**config.mk**
```make
export PLATFORM = sky130hd
export DESIGN_NAME = display_top
export DESIGN_NICKNAME = d
export VERILOG_FILES = /design/src/disp_pkg.sv /design/src/disp_cfg_if.sv /design/src/disp_regs.sv /design/src/bcd_seg_decoder.sv /design/src/seg_decoder_bank.sv /design/src/digit_scanner.sv /design/src/display_top.sv
export VERILOG_INCLUDE_DIRS = /design/src /design/src/include
export SDC_FILE = /design/constraint.sdc
export NUM_CORES = 1
export LEC_CHECK = 0
export BUFFER_PORTS_ARGS = -buffer_cell sky130_fd_sc_hd__buf_2
export CORE_ASPECT_RATIO = 1.25
export CORE_UTILIZATION = 60
export DETAILED_ROUTE_END_ITERATION = 12
export HOLD_SLACK_MARGIN = 0.08
export MAX_ROUTING_LAYER = met4
export PLACE_DENSITY = 0.89
export SYNTH_ARGS = -nofsm -noshare
export SYNTH_HDL_FRONTEND = slang
export SYNTH_SLANG_ARGS = --single-unit
```
**constraint.sdc**
```tcl
create_clock -name clk -period 2.78 [get_ports clk]
set_input_delay 0.556 -clock clk [delete_from_list [all_inputs] [get_ports clk]]
set_output_delay 0.556 -clock clk [all_outputs]
set_load 0.02 [all_outputs]
```
**src/include/disp_consts.svh**
```systemverilog
// ##############################
// Display controller constants
// ##############################

`ifndef DISP_CONSTS_SVH
`define DISP_CONSTS_SVH

// Number of seven-segment digits on the display
// Digit 0 is the units position and digit 7 the most significant
`define DISP_DIGITS 8

// Clock cycles that each digit stays lit during the scan
`define DISP_SCAN_DIV 16

// Width of the host register address
`define DISP_ADDR_W 4

// Address of the control register
// The digit registers occupy the addresses below it
`define DISP_CTRL_ADDR 8

`endif

```
**src/disp_pkg.sv**
```systemverilog
// ##############################
// Display controller types
// ##############################

`default_nettype none

`include "disp_consts.svh"

package disp_pkg;

	// One BCD digit code
	// Codes 10 to 14 map to the odd TTL glyphs and 15 is blank
	typedef logic [3:0] bcd_t;

	// Segment pattern with a 1 for a lit segment
	// Bit 6 is segment a and bit 0 is segment g
	typedef logic [6:0] seg_t;

	// Control register layout as seen by the host
	// The first field lands in the most significant bit
	typedef struct packed {
		logic scan_enable;
		logic blank_all;
		logic zero_suppress;
		logic lamp_test;
	} ctrl_t;

	// Index of one digit position
	typedef logic [$clog2(`DISP_DIGITS)-1:0] idx_t;

	// One enable bit per digit, used for the scan outputs
	typedef logic [`DISP_DIGITS-1:0] en_t;

	// All digit codes, indexed by position
	typedef bcd_t [`DISP_DIGITS-1:0] digits_t;

	// All decoded patterns, indexed by position
	typedef seg_t [`DISP_DIGITS-1:0] patterns_t;

endpackage

`default_nettype wire

```
**src/disp_cfg_if.sv**
```systemverilog
// ##############################
// Display config interface
// ##############################

`default_nettype none

// Carries the stored register state to the decoders and
// the decoded patterns on to the scanner
interface disp_cfg_if
	import disp_pkg::*;
();

	// Digit codes as written by the host
	digits_t digits;

	// Control bits as written by the host
	ctrl_t ctrl;

	// Segment patterns after the decoder bank
	// These are combinational from digits and ctrl
	patterns_t patterns;

	// Register block owns the stored state
	modport regs (
		output digits,
		output ctrl
	);

	// Decoder bank turns codes into patterns
	modport decode (
		input  digits,
		input  ctrl,
		output patterns
	);

	// Scanner only needs the patterns and the scan enable
	modport scan (
		input ctrl,
		input patterns
	);

endinterface

`default_nettype wire

```
**src/disp_regs.sv**
```systemverilog
// ##############################
// Display register block
// ##############################

`default_nettype none

`include "disp_consts.svh"

module disp_regs
	import disp_pkg::*;
(
	input  wire logic                    clk,
	input  wire logic                    rst,
	input  wire logic                    wr,
	input  wire logic [`DISP_ADDR_W-1:0] addr,
	input  wire logic [3:0]              wdata,
	output logic [3:0]                   rdata,
	disp_cfg_if.regs                     cfg
);

	// Stored digit codes and control bits
	digits_t digit_q;
	ctrl_t   ctrl_q;

	// Address decode results
	logic  digit_hit;
	logic  ctrl_hit;
	idx_t  idx;
	en_t   digit_sel;

	// An address below the digit count selects a digit register
	assign digit_hit = (addr < `DISP_DIGITS);
	assign ctrl_hit  = (addr == `DISP_CTRL_ADDR);
	assign idx       = idx_t'(addr);

	// One-hot digit select, all zero for any other address
	always_comb begin
		digit_sel = '0;
		if (digit_hit) begin
			digit_sel[idx] = 1'b1;
		end
	end

	// Host writes take effect on the strobe edge
	// Writes to unused addresses fall through without effect
	always_ff @(posedge clk) begin
		if (rst) begin
			digit_q <= '0;
			// Come out of reset scanning with leading zeros blanked
			ctrl_q  <= '{
				scan_enable:   1'b1,
				blank_all:     1'b0,
				zero_suppress: 1'b1,
				lamp_test:     1'b0
			};
		end else if (wr) begin
			for (int i = 0; i < `DISP_DIGITS; i++) begin
				if (digit_sel[i]) begin
					digit_q[i] <= wdata;
				end
			end
			if (ctrl_hit) begin
				ctrl_q <= ctrl_t'(wdata);
			end
		end
	end

	// Readback follows the address with no register stage
	// Unused addresses return zero
	always_comb begin
		rdata = '0;
		if (ctrl_hit) begin
			rdata = ctrl_q;
		end else begin
			for (int i = 0; i < `DISP_DIGITS; i++) begin
				if (digit_sel[i]) begin
					rdata = digit_q[i];
				end
			end
		end
	end

	// Stored state goes straight out to the decoders and scanner
	assign cfg.digits = digit_q;
	assign cfg.ctrl   = ctrl_q;

	// A write strobe selects at most one register
	a_single_target: assert property (
		@(posedge clk) disable iff (rst)
		wr |-> $onehot0({digit_sel, ctrl_hit})
	);

endmodule

`default_nettype wire

```
**src/bcd_seg_decoder.sv**
```systemverilog
// ##############################
// BCD seven-segment decoder
// ##############################

`default_nettype none

module bcd_seg_decoder
	import disp_pkg::*;
(
	input  wire bcd_t code,
	input  wire logic lamp_test,
	input  wire logic blank,
	input  wire logic rb_in,
	output seg_t      pattern,
	output logic      rb_out
);

	// Raw glyph for the code before any blanking
	seg_t glyph;

	// Glyph table with segment a in bit 6 down to g in bit 0
	always_comb begin
		case (code)
			4'd0:    glyph = 7'b1111110;
			4'd1:    glyph = 7'b0110000;
			4'd2:    glyph = 7'b1101101;
			4'd3:    glyph = 7'b1111001;
			4'd4:    glyph = 7'b0110011;
			4'd5:    glyph = 7'b1011011;
			// Six and nine come without the extra tails
			4'd6:    glyph = 7'b0011111;
			4'd7:    glyph = 7'b1110000;
			4'd8:    glyph = 7'b1111111;
			4'd9:    glyph = 7'b1110011;
			// The TTL part shows odd fragments for 10 to 14
			4'd10:   glyph = 7'b0001101;
			4'd11:   glyph = 7'b0011001;
			4'd12:   glyph = 7'b0100011;
			4'd13:   glyph = 7'b1001011;
			4'd14:   glyph = 7'b0001111;
			default: glyph = 7'b0000000;
		endcase
	end

	// Priority order is blank, then lamp test, then ripple blank
	// Only a suppressed zero raises rb_out for the next digit down
	always_comb begin
		rb_out  = 1'b0;
		pattern = glyph;
		if (blank) begin
			pattern = '0;
		end else if (lamp_test) begin
			pattern = '1;
		end else if (rb_in && (code == 4'd0)) begin
			pattern = '0;
			rb_out  = 1'b1;
		end
	end

	// A raised rb_out means this digit was a suppressed zero and is dark
	a_rb_out_cause: assert final (
		!rb_out || (rb_in && (code == 4'd0) && (pattern == '0))
	);

endmodule

`default_nettype wire

```
**src/seg_decoder_bank.sv**
```systemverilog
// ##############################
// Segment decoder bank
// ##############################

`default_nettype none

`include "disp_consts.svh"

module seg_decoder_bank
	import disp_pkg::*;
(
	disp_cfg_if.decode cfg
);

	// Ripple-blank signals per digit position
	en_t rb_in;
	en_t rb_out;

	// The chain runs from the top digit down toward the units
	// A zero only blanks while every digit above it is also blank
	for (genvar i = 0; i < `DISP_DIGITS; i++) begin : g_dec
		if (i == 0) begin : g_units
			// Units never blank so an all-zero value still shows 0
			assign rb_in[i] = 1'b0;
		end else if (i == `DISP_DIGITS - 1) begin : g_top
			// Top digit starts the chain when suppression is on
			assign rb_in[i] = cfg.ctrl.zero_suppress;
		end else begin : g_mid
			assign rb_in[i] = rb_out[i+1];
		end

		bcd_seg_decoder u_dec (
			.code      (cfg.digits[i]),
			.lamp_test (cfg.ctrl.lamp_test),
			.blank     (cfg.ctrl.blank_all),
			.rb_in     (rb_in[i]),
			.pattern   (cfg.patterns[i]),
			.rb_out    (rb_out[i])
		);
	end

endmodule

`default_nettype wire

```
**src/digit_scanner.sv**
```systemverilog
// ##############################
// Digit scanner
// ##############################

`default_nettype none

`include "disp_consts.svh"

module digit_scanner
	import disp_pkg::*;
(
	input  wire logic clk,
	input  wire logic rst,
	disp_cfg_if.scan  cfg,
	output seg_t      seg,
	output en_t       digit_en
);

	localparam int PRE_W = $clog2(`DISP_SCAN_DIV);

	// Prescaler for the slot length and the current digit index
	logic [PRE_W-1:0] pre_cnt;
	idx_t             idx;
	logic             slot_start;

	// A new slot begins on the last prescaler count
	assign slot_start = (pre_cnt == PRE_W'(`DISP_SCAN_DIV - 1));

	// Counters hold at their reset values while scanning is off
	always_ff @(posedge clk) begin
		if (rst || !cfg.ctrl.scan_enable) begin
			pre_cnt <= '0;
			idx     <= idx_t'(`DISP_DIGITS - 1);
		end else begin
			pre_cnt <= slot_start ? '0 : pre_cnt + 1'b1;
			if (slot_start) begin
				// Step down through the digits, wrap from units back to the top
				if (idx == '0) begin
					idx <= idx_t'(`DISP_DIGITS - 1);
				end else begin
					idx <= idx - 1'b1;
				end
			end
		end
	end

	// Output registers load once per slot
	// The pattern is captured when the slot starts and held after that
	always_ff @(posedge clk) begin
		if (rst || !cfg.ctrl.scan_enable) begin
			digit_en <= '0;
			seg      <= '0;
		end else if (slot_start) begin
			digit_en <= en_t'(1) << idx;
			seg      <= cfg.patterns[idx];
		end
	end

	// At most one digit is driven at any time
	a_en_onehot: assert property (
		@(posedge clk) disable iff (rst)
		$onehot0(digit_en)
	);

	// Turning scan off darkens the display on the next edge
	a_en_off: assert property (
		@(posedge clk) disable iff (rst)
		!cfg.ctrl.scan_enable |=> (digit_en == '0) && (seg == '0)
	);

endmodule

`default_nettype wire

```
**src/display_top.sv**
```systemverilog
// ##############################
// Seven-segment display top
// ##############################

`default_nettype none

`include "disp_consts.svh"

module display_top
	import disp_pkg::*;
(
	input  wire logic                    clk,
	input  wire logic                    rst,
	input  wire logic                    wr,
	input  wire logic [`DISP_ADDR_W-1:0] addr,
	input  wire logic [3:0]              wdata,
	output logic [3:0]                   rdata,
	output seg_t                         seg,
	output en_t                          digit_en
);

	// Shared configuration between the three blocks
	disp_cfg_if cfg ();

	// Host side register file
	disp_regs u_regs (
		.clk   (clk),
		.rst   (rst),
		.wr    (wr),
		.addr  (addr),
		.wdata (wdata),
		.rdata (rdata),
		.cfg   (cfg.regs)
	);

	// Combinational decode of all digits with the ripple-blank chain
	seg_decoder_bank u_bank (
		.cfg (cfg.decode)
	);

	// Time multiplexing onto the shared segment lines
	digit_scanner u_scan (
		.clk      (clk),
		.rst      (rst),
		.cfg      (cfg.scan),
		.seg      (seg),
		.digit_en (digit_en)
	);

endmodule

`default_nettype wire

```
==> out/summary.txt <==
Worst hold margin: 451.2 ps
Post-Syn Instances: 732
Clock skew: 7.912 ps
Fmax: 371.5 MHz
Overall routing resource usage: 33.44%
Fin cells: 901
Post-DR vias/cell: 6.413
Max VDD drop: 410.1 uV
Worst Reg2Reg Path Length in Cells: 5
Nets: 816
Drt first-iter violations: 547
Clock-pin slew on the worst setup and hold paths: 50 ps
Slew Limit Fails: 0
Power share of the combinational group: 6.8%
IO buf count: 29
Placed Instances: 869
Largest delay share family, worst path: compound AO/OA/AOI/OAI gates
Hold Path Class: reg -> reg
Element type at the critical path start: input port
Syn_nets: 789
Post-synth top flop: dfxtp_1
CP Depth: 7
WS Path Type: in -> out
Distinct cells, synth: 68
Ant. Diodes: 0
Io pins: 30
Via Count: 5778
Slew HR: 34.39%
Die width: 94.32 um
CTS Hold Bufs: 0
LEAKAGE: 3.049 nW
Sequential share of the synthesized area: 35.70%
Post-CTS setup buffer count: 0
Initial antenna violation count: 0
Critical path's slowest cell: nor2b_1
Vias in the first global route: 5659
DRT Pass-1 Iters: 5
DRC Markers: 0
Initial Utilization: 62.62%
CTS tree: yes
H-tree levels: 4
Total grt overflow: 0
Inserted Clock Buffers: 17
Die Ht: 117.4 um
Post-route ant nets: 0
Share of cells above drive strength 1: 15.28%
Synth-to-layout area growth: 14.52%
Cell area after synthesis: 6392 sq um
Final core utilization: 71.71%
Gp weighted congestion: 0.9587
Final Hold Fails: 0
Die ar.: 11070 sq um
Max clock buf depth: 2
Int Pwr: 3.190 mW
Critical Path Sink: rdata[3]
Buffer and inverter count on the worst path: 2
Crit-path cells: buf_2, nor2b_1, a2bb2oi_1, o22ai_1, o21ai_0, o211ai_1, buf_2
Critical R2R Capture: u_scan.seg[3]
Critical path arrival: 2140 ps
Core ar.: 10210 sq um
Switching Share: 23.89%
Clk_lat worst skew: 420 ps
First-pass GRT wire length: 27680 um
Period utilization: 96.83%
PD cells: 572.6 nW/um^2
Clock Tree Root: clkbuf_16
Ys Warns: 0
Post-synth top area cell: dfxtp_1
Sequential share of power: 40.1%
Least-Margin Pin Slew: 984.1 ps
Setup TNS: 0 ps
CTS-repair resized insts: 0
Power, Total: 4.192 mW
CP Launch Point: addr[1]
Largest net degree at the start of global routing: 34
Outcome: complete, no violations
Worst r2r src: u_regs.cfg.digits[16]
Setup violators final: 0
Clk pwr share: 53.1%
Setup crit end kind: primary output
EDFF count, synth: 0
Seq cells post-synth: 114
RSZ-0062 raised after global routing: no
Max-cap violation count: 0
WL/cell: 19.13 um
Syn avg cell area: 8.733 sq um
CTS sink cnt: 114
Crit Path Max Fanout: 20
Largest cells by area after synthesis: dfxtp_1 36%, ha_1 9.0%, mux2i_1 6.9%
# rows: 41
Wirelength, routed: 17240 um
Post-DP HPWL: 12240 um
Period minus WS final: 2692 ps
Async SR Flop Fraction: 0%
Reg2reg setup slack: 530 ps
CP dominant cell by count: buf_2
CP max stage delay: 480 ps
Worst EP required: 2220 ps
NetSw: 1.001 mW
Synth top area share: 35.70%
-- worst reg2reg max path: stages (launching register included) --
cell      delay (ps)
dfxtp_1          360
nor4_1           540
nand2_1          170
o41ai_4          540
o211ai_1         230
a32o_1           310
-- power by group through the flow --
stage / registers, mW / logic, mW / clock network, mW
detailed placement: 1.72 / 0.276 / 0
floorplan: 1.71 / 0.197 / 0
finish: 1.68 / 0.286 / 2.22
global route: 1.68 / 0.309 / 2.30
global placement: 1.71 / 0.265 / 0
CTS: 1.68 / 0.279 / 2.22
-- cell usage in the layout, fill, tap and decap left out, types with 4 or more instances in the layout --
cell / count
o31ai_1: 20
nand2_1: 26
a21oi_2: 6
a21o_1: 10
nor4_1: 5
buf_2: 29
o2bb2ai_1: 7
nand2b_1: 12
o221ai_1: 5
nand3b_1: 7
ha_1: 46
and2_1: 5
inv_2: 6
mux2_2: 8
o21ai_0: 28
o21ai_1: 35
clkbuf_16: 17
clkinv_2: 4
a22oi_1: 7
buf_4: 28
o211ai_1: 13
nand3_1: 52
a32o_1: 6
a211o_1: 4
nor2b_1: 12
nor3b_1: 5
a21oi_1: 47
inv_1: 38
a21boi_0: 7
a31oi_1: 7
nor2_1: 32
a21boi_1: 4
dfxtp_1: 114
mux2i_1: 44
nor3_1: 10
mux2_1: 4
o21a_1: 4
-- area by class of cell --
cell class / instances / area [sq um]
multi-input cells: 524 / 3735
flip-flops and latches: 114 / 2282
clock inverters: 13 / 158.9
clock buffers: 19 / 442.9
fillers: 738 / 2888
well taps: 129 / 161.4
inverters: 44 / 165.2
repair buffers: 58 / 375.4
-- logic make-up after synthesis --
group,after synthesis,synth area share (%)
mux,57,9.356
fa+ha+maj,46,9.004
xor+xnor,2,0.2741
compound gates,229,23.63
simple gates,190,16.09
flops,114,35.70
buf+inv,94,5.950
-- sequential cells by signal (all words and copies together), names as in the netlist --
signal / cells
u_scan.idx: 3
u_scan.pre_cnt: 4
u_regs.cfg.ctrl: 4
u_scan.seg: 7
u_bank.g_dec.u_dec.glyph: 56
u_scan.digit_en: 8
u_regs.cfg.digits: 32
-- stage by stage --
stage	setup slack (ps)	instance area [sq um]
CTS	112.7	7321
floorplan	297.7	6392
global placement	118.2	6719
detailed placement	51.29	6719
finish	88.26	7321
global route	9.318	7321
-- worst min path at each step --
| stage | from | end | slack (ps) | depth (start not counted) |
|---|---|---|---|---|
| 6_report | u_scan.digit_en[6] | u_scan.digit_en[6] | 450 | 2 |
| 5_1_grt | u_scan.digit_en[3] | u_scan.digit_en[3] | 480 | 2 |
| 4_1_cts | u_scan.digit_en[4] | u_scan.digit_en[4] | 460 | 2 |
| 3_5_place_dp | u_scan.digit_en[7] | u_scan.digit_en[7] | 450 | 2 |
| 3_3_place_gp | u_scan.digit_en[3] | u_scan.digit_en[3] | 440 | 2 |
| 2_1_floorplan | u_scan.pre_cnt[0] | u_scan.pre_cnt[0] | 430 | 1 |
-- metal layers --
| layer | vias up | GRT usage, % | share of wire (%) |
|---|---|---|---|
| li1 | 2722 | - | - |
| met1 | 2684 | 35.40 | 38 |
| met2 | 289 | 55.71 | 50 |
| met3 | 83 | 8.106 | 6.9 |
| met4 | 0 | 19.13 | 5.0 |
| met5 | - | - | 0 |
-- cell usage after synthesis, types with 3 or more instances --
cell type / number
a22oi_1: 7
buf_1: 4
inv_1: 38
a32o_1: 6
mux2i_1: 44
nor2b_1: 12
nand3_1: 52
nand2_1: 26
a2bb2oi_1: 3
and3_1: 3
ha_1: 46
o21ai_0: 28
a21o_1: 10
o21a_1: 4
a21boi_1: 4
o22ai_1: 3
nor2_1: 32
o211ai_1: 13
a21boi_0: 7
o21ai_1: 35
buf_2: 16
dfxtp_1: 114
inv_2: 6
mux2_2: 8
o221ai_1: 5
o2bb2ai_1: 7
clkbuf_1: 29
a211o_1: 4
nor4_1: 5
nand3b_1: 7
a31oi_1: 7
a21oi_1: 47
mux2_1: 4
nor3_1: 10
nor3b_1: 6
o31ai_1: 20
nand2b_1: 12
or2_1: 3
a32oi_1: 3
nand4_1: 3
and2_1: 5
a21oi_2: 6
No activity file was read; power rests on OpenSTA's default activity.
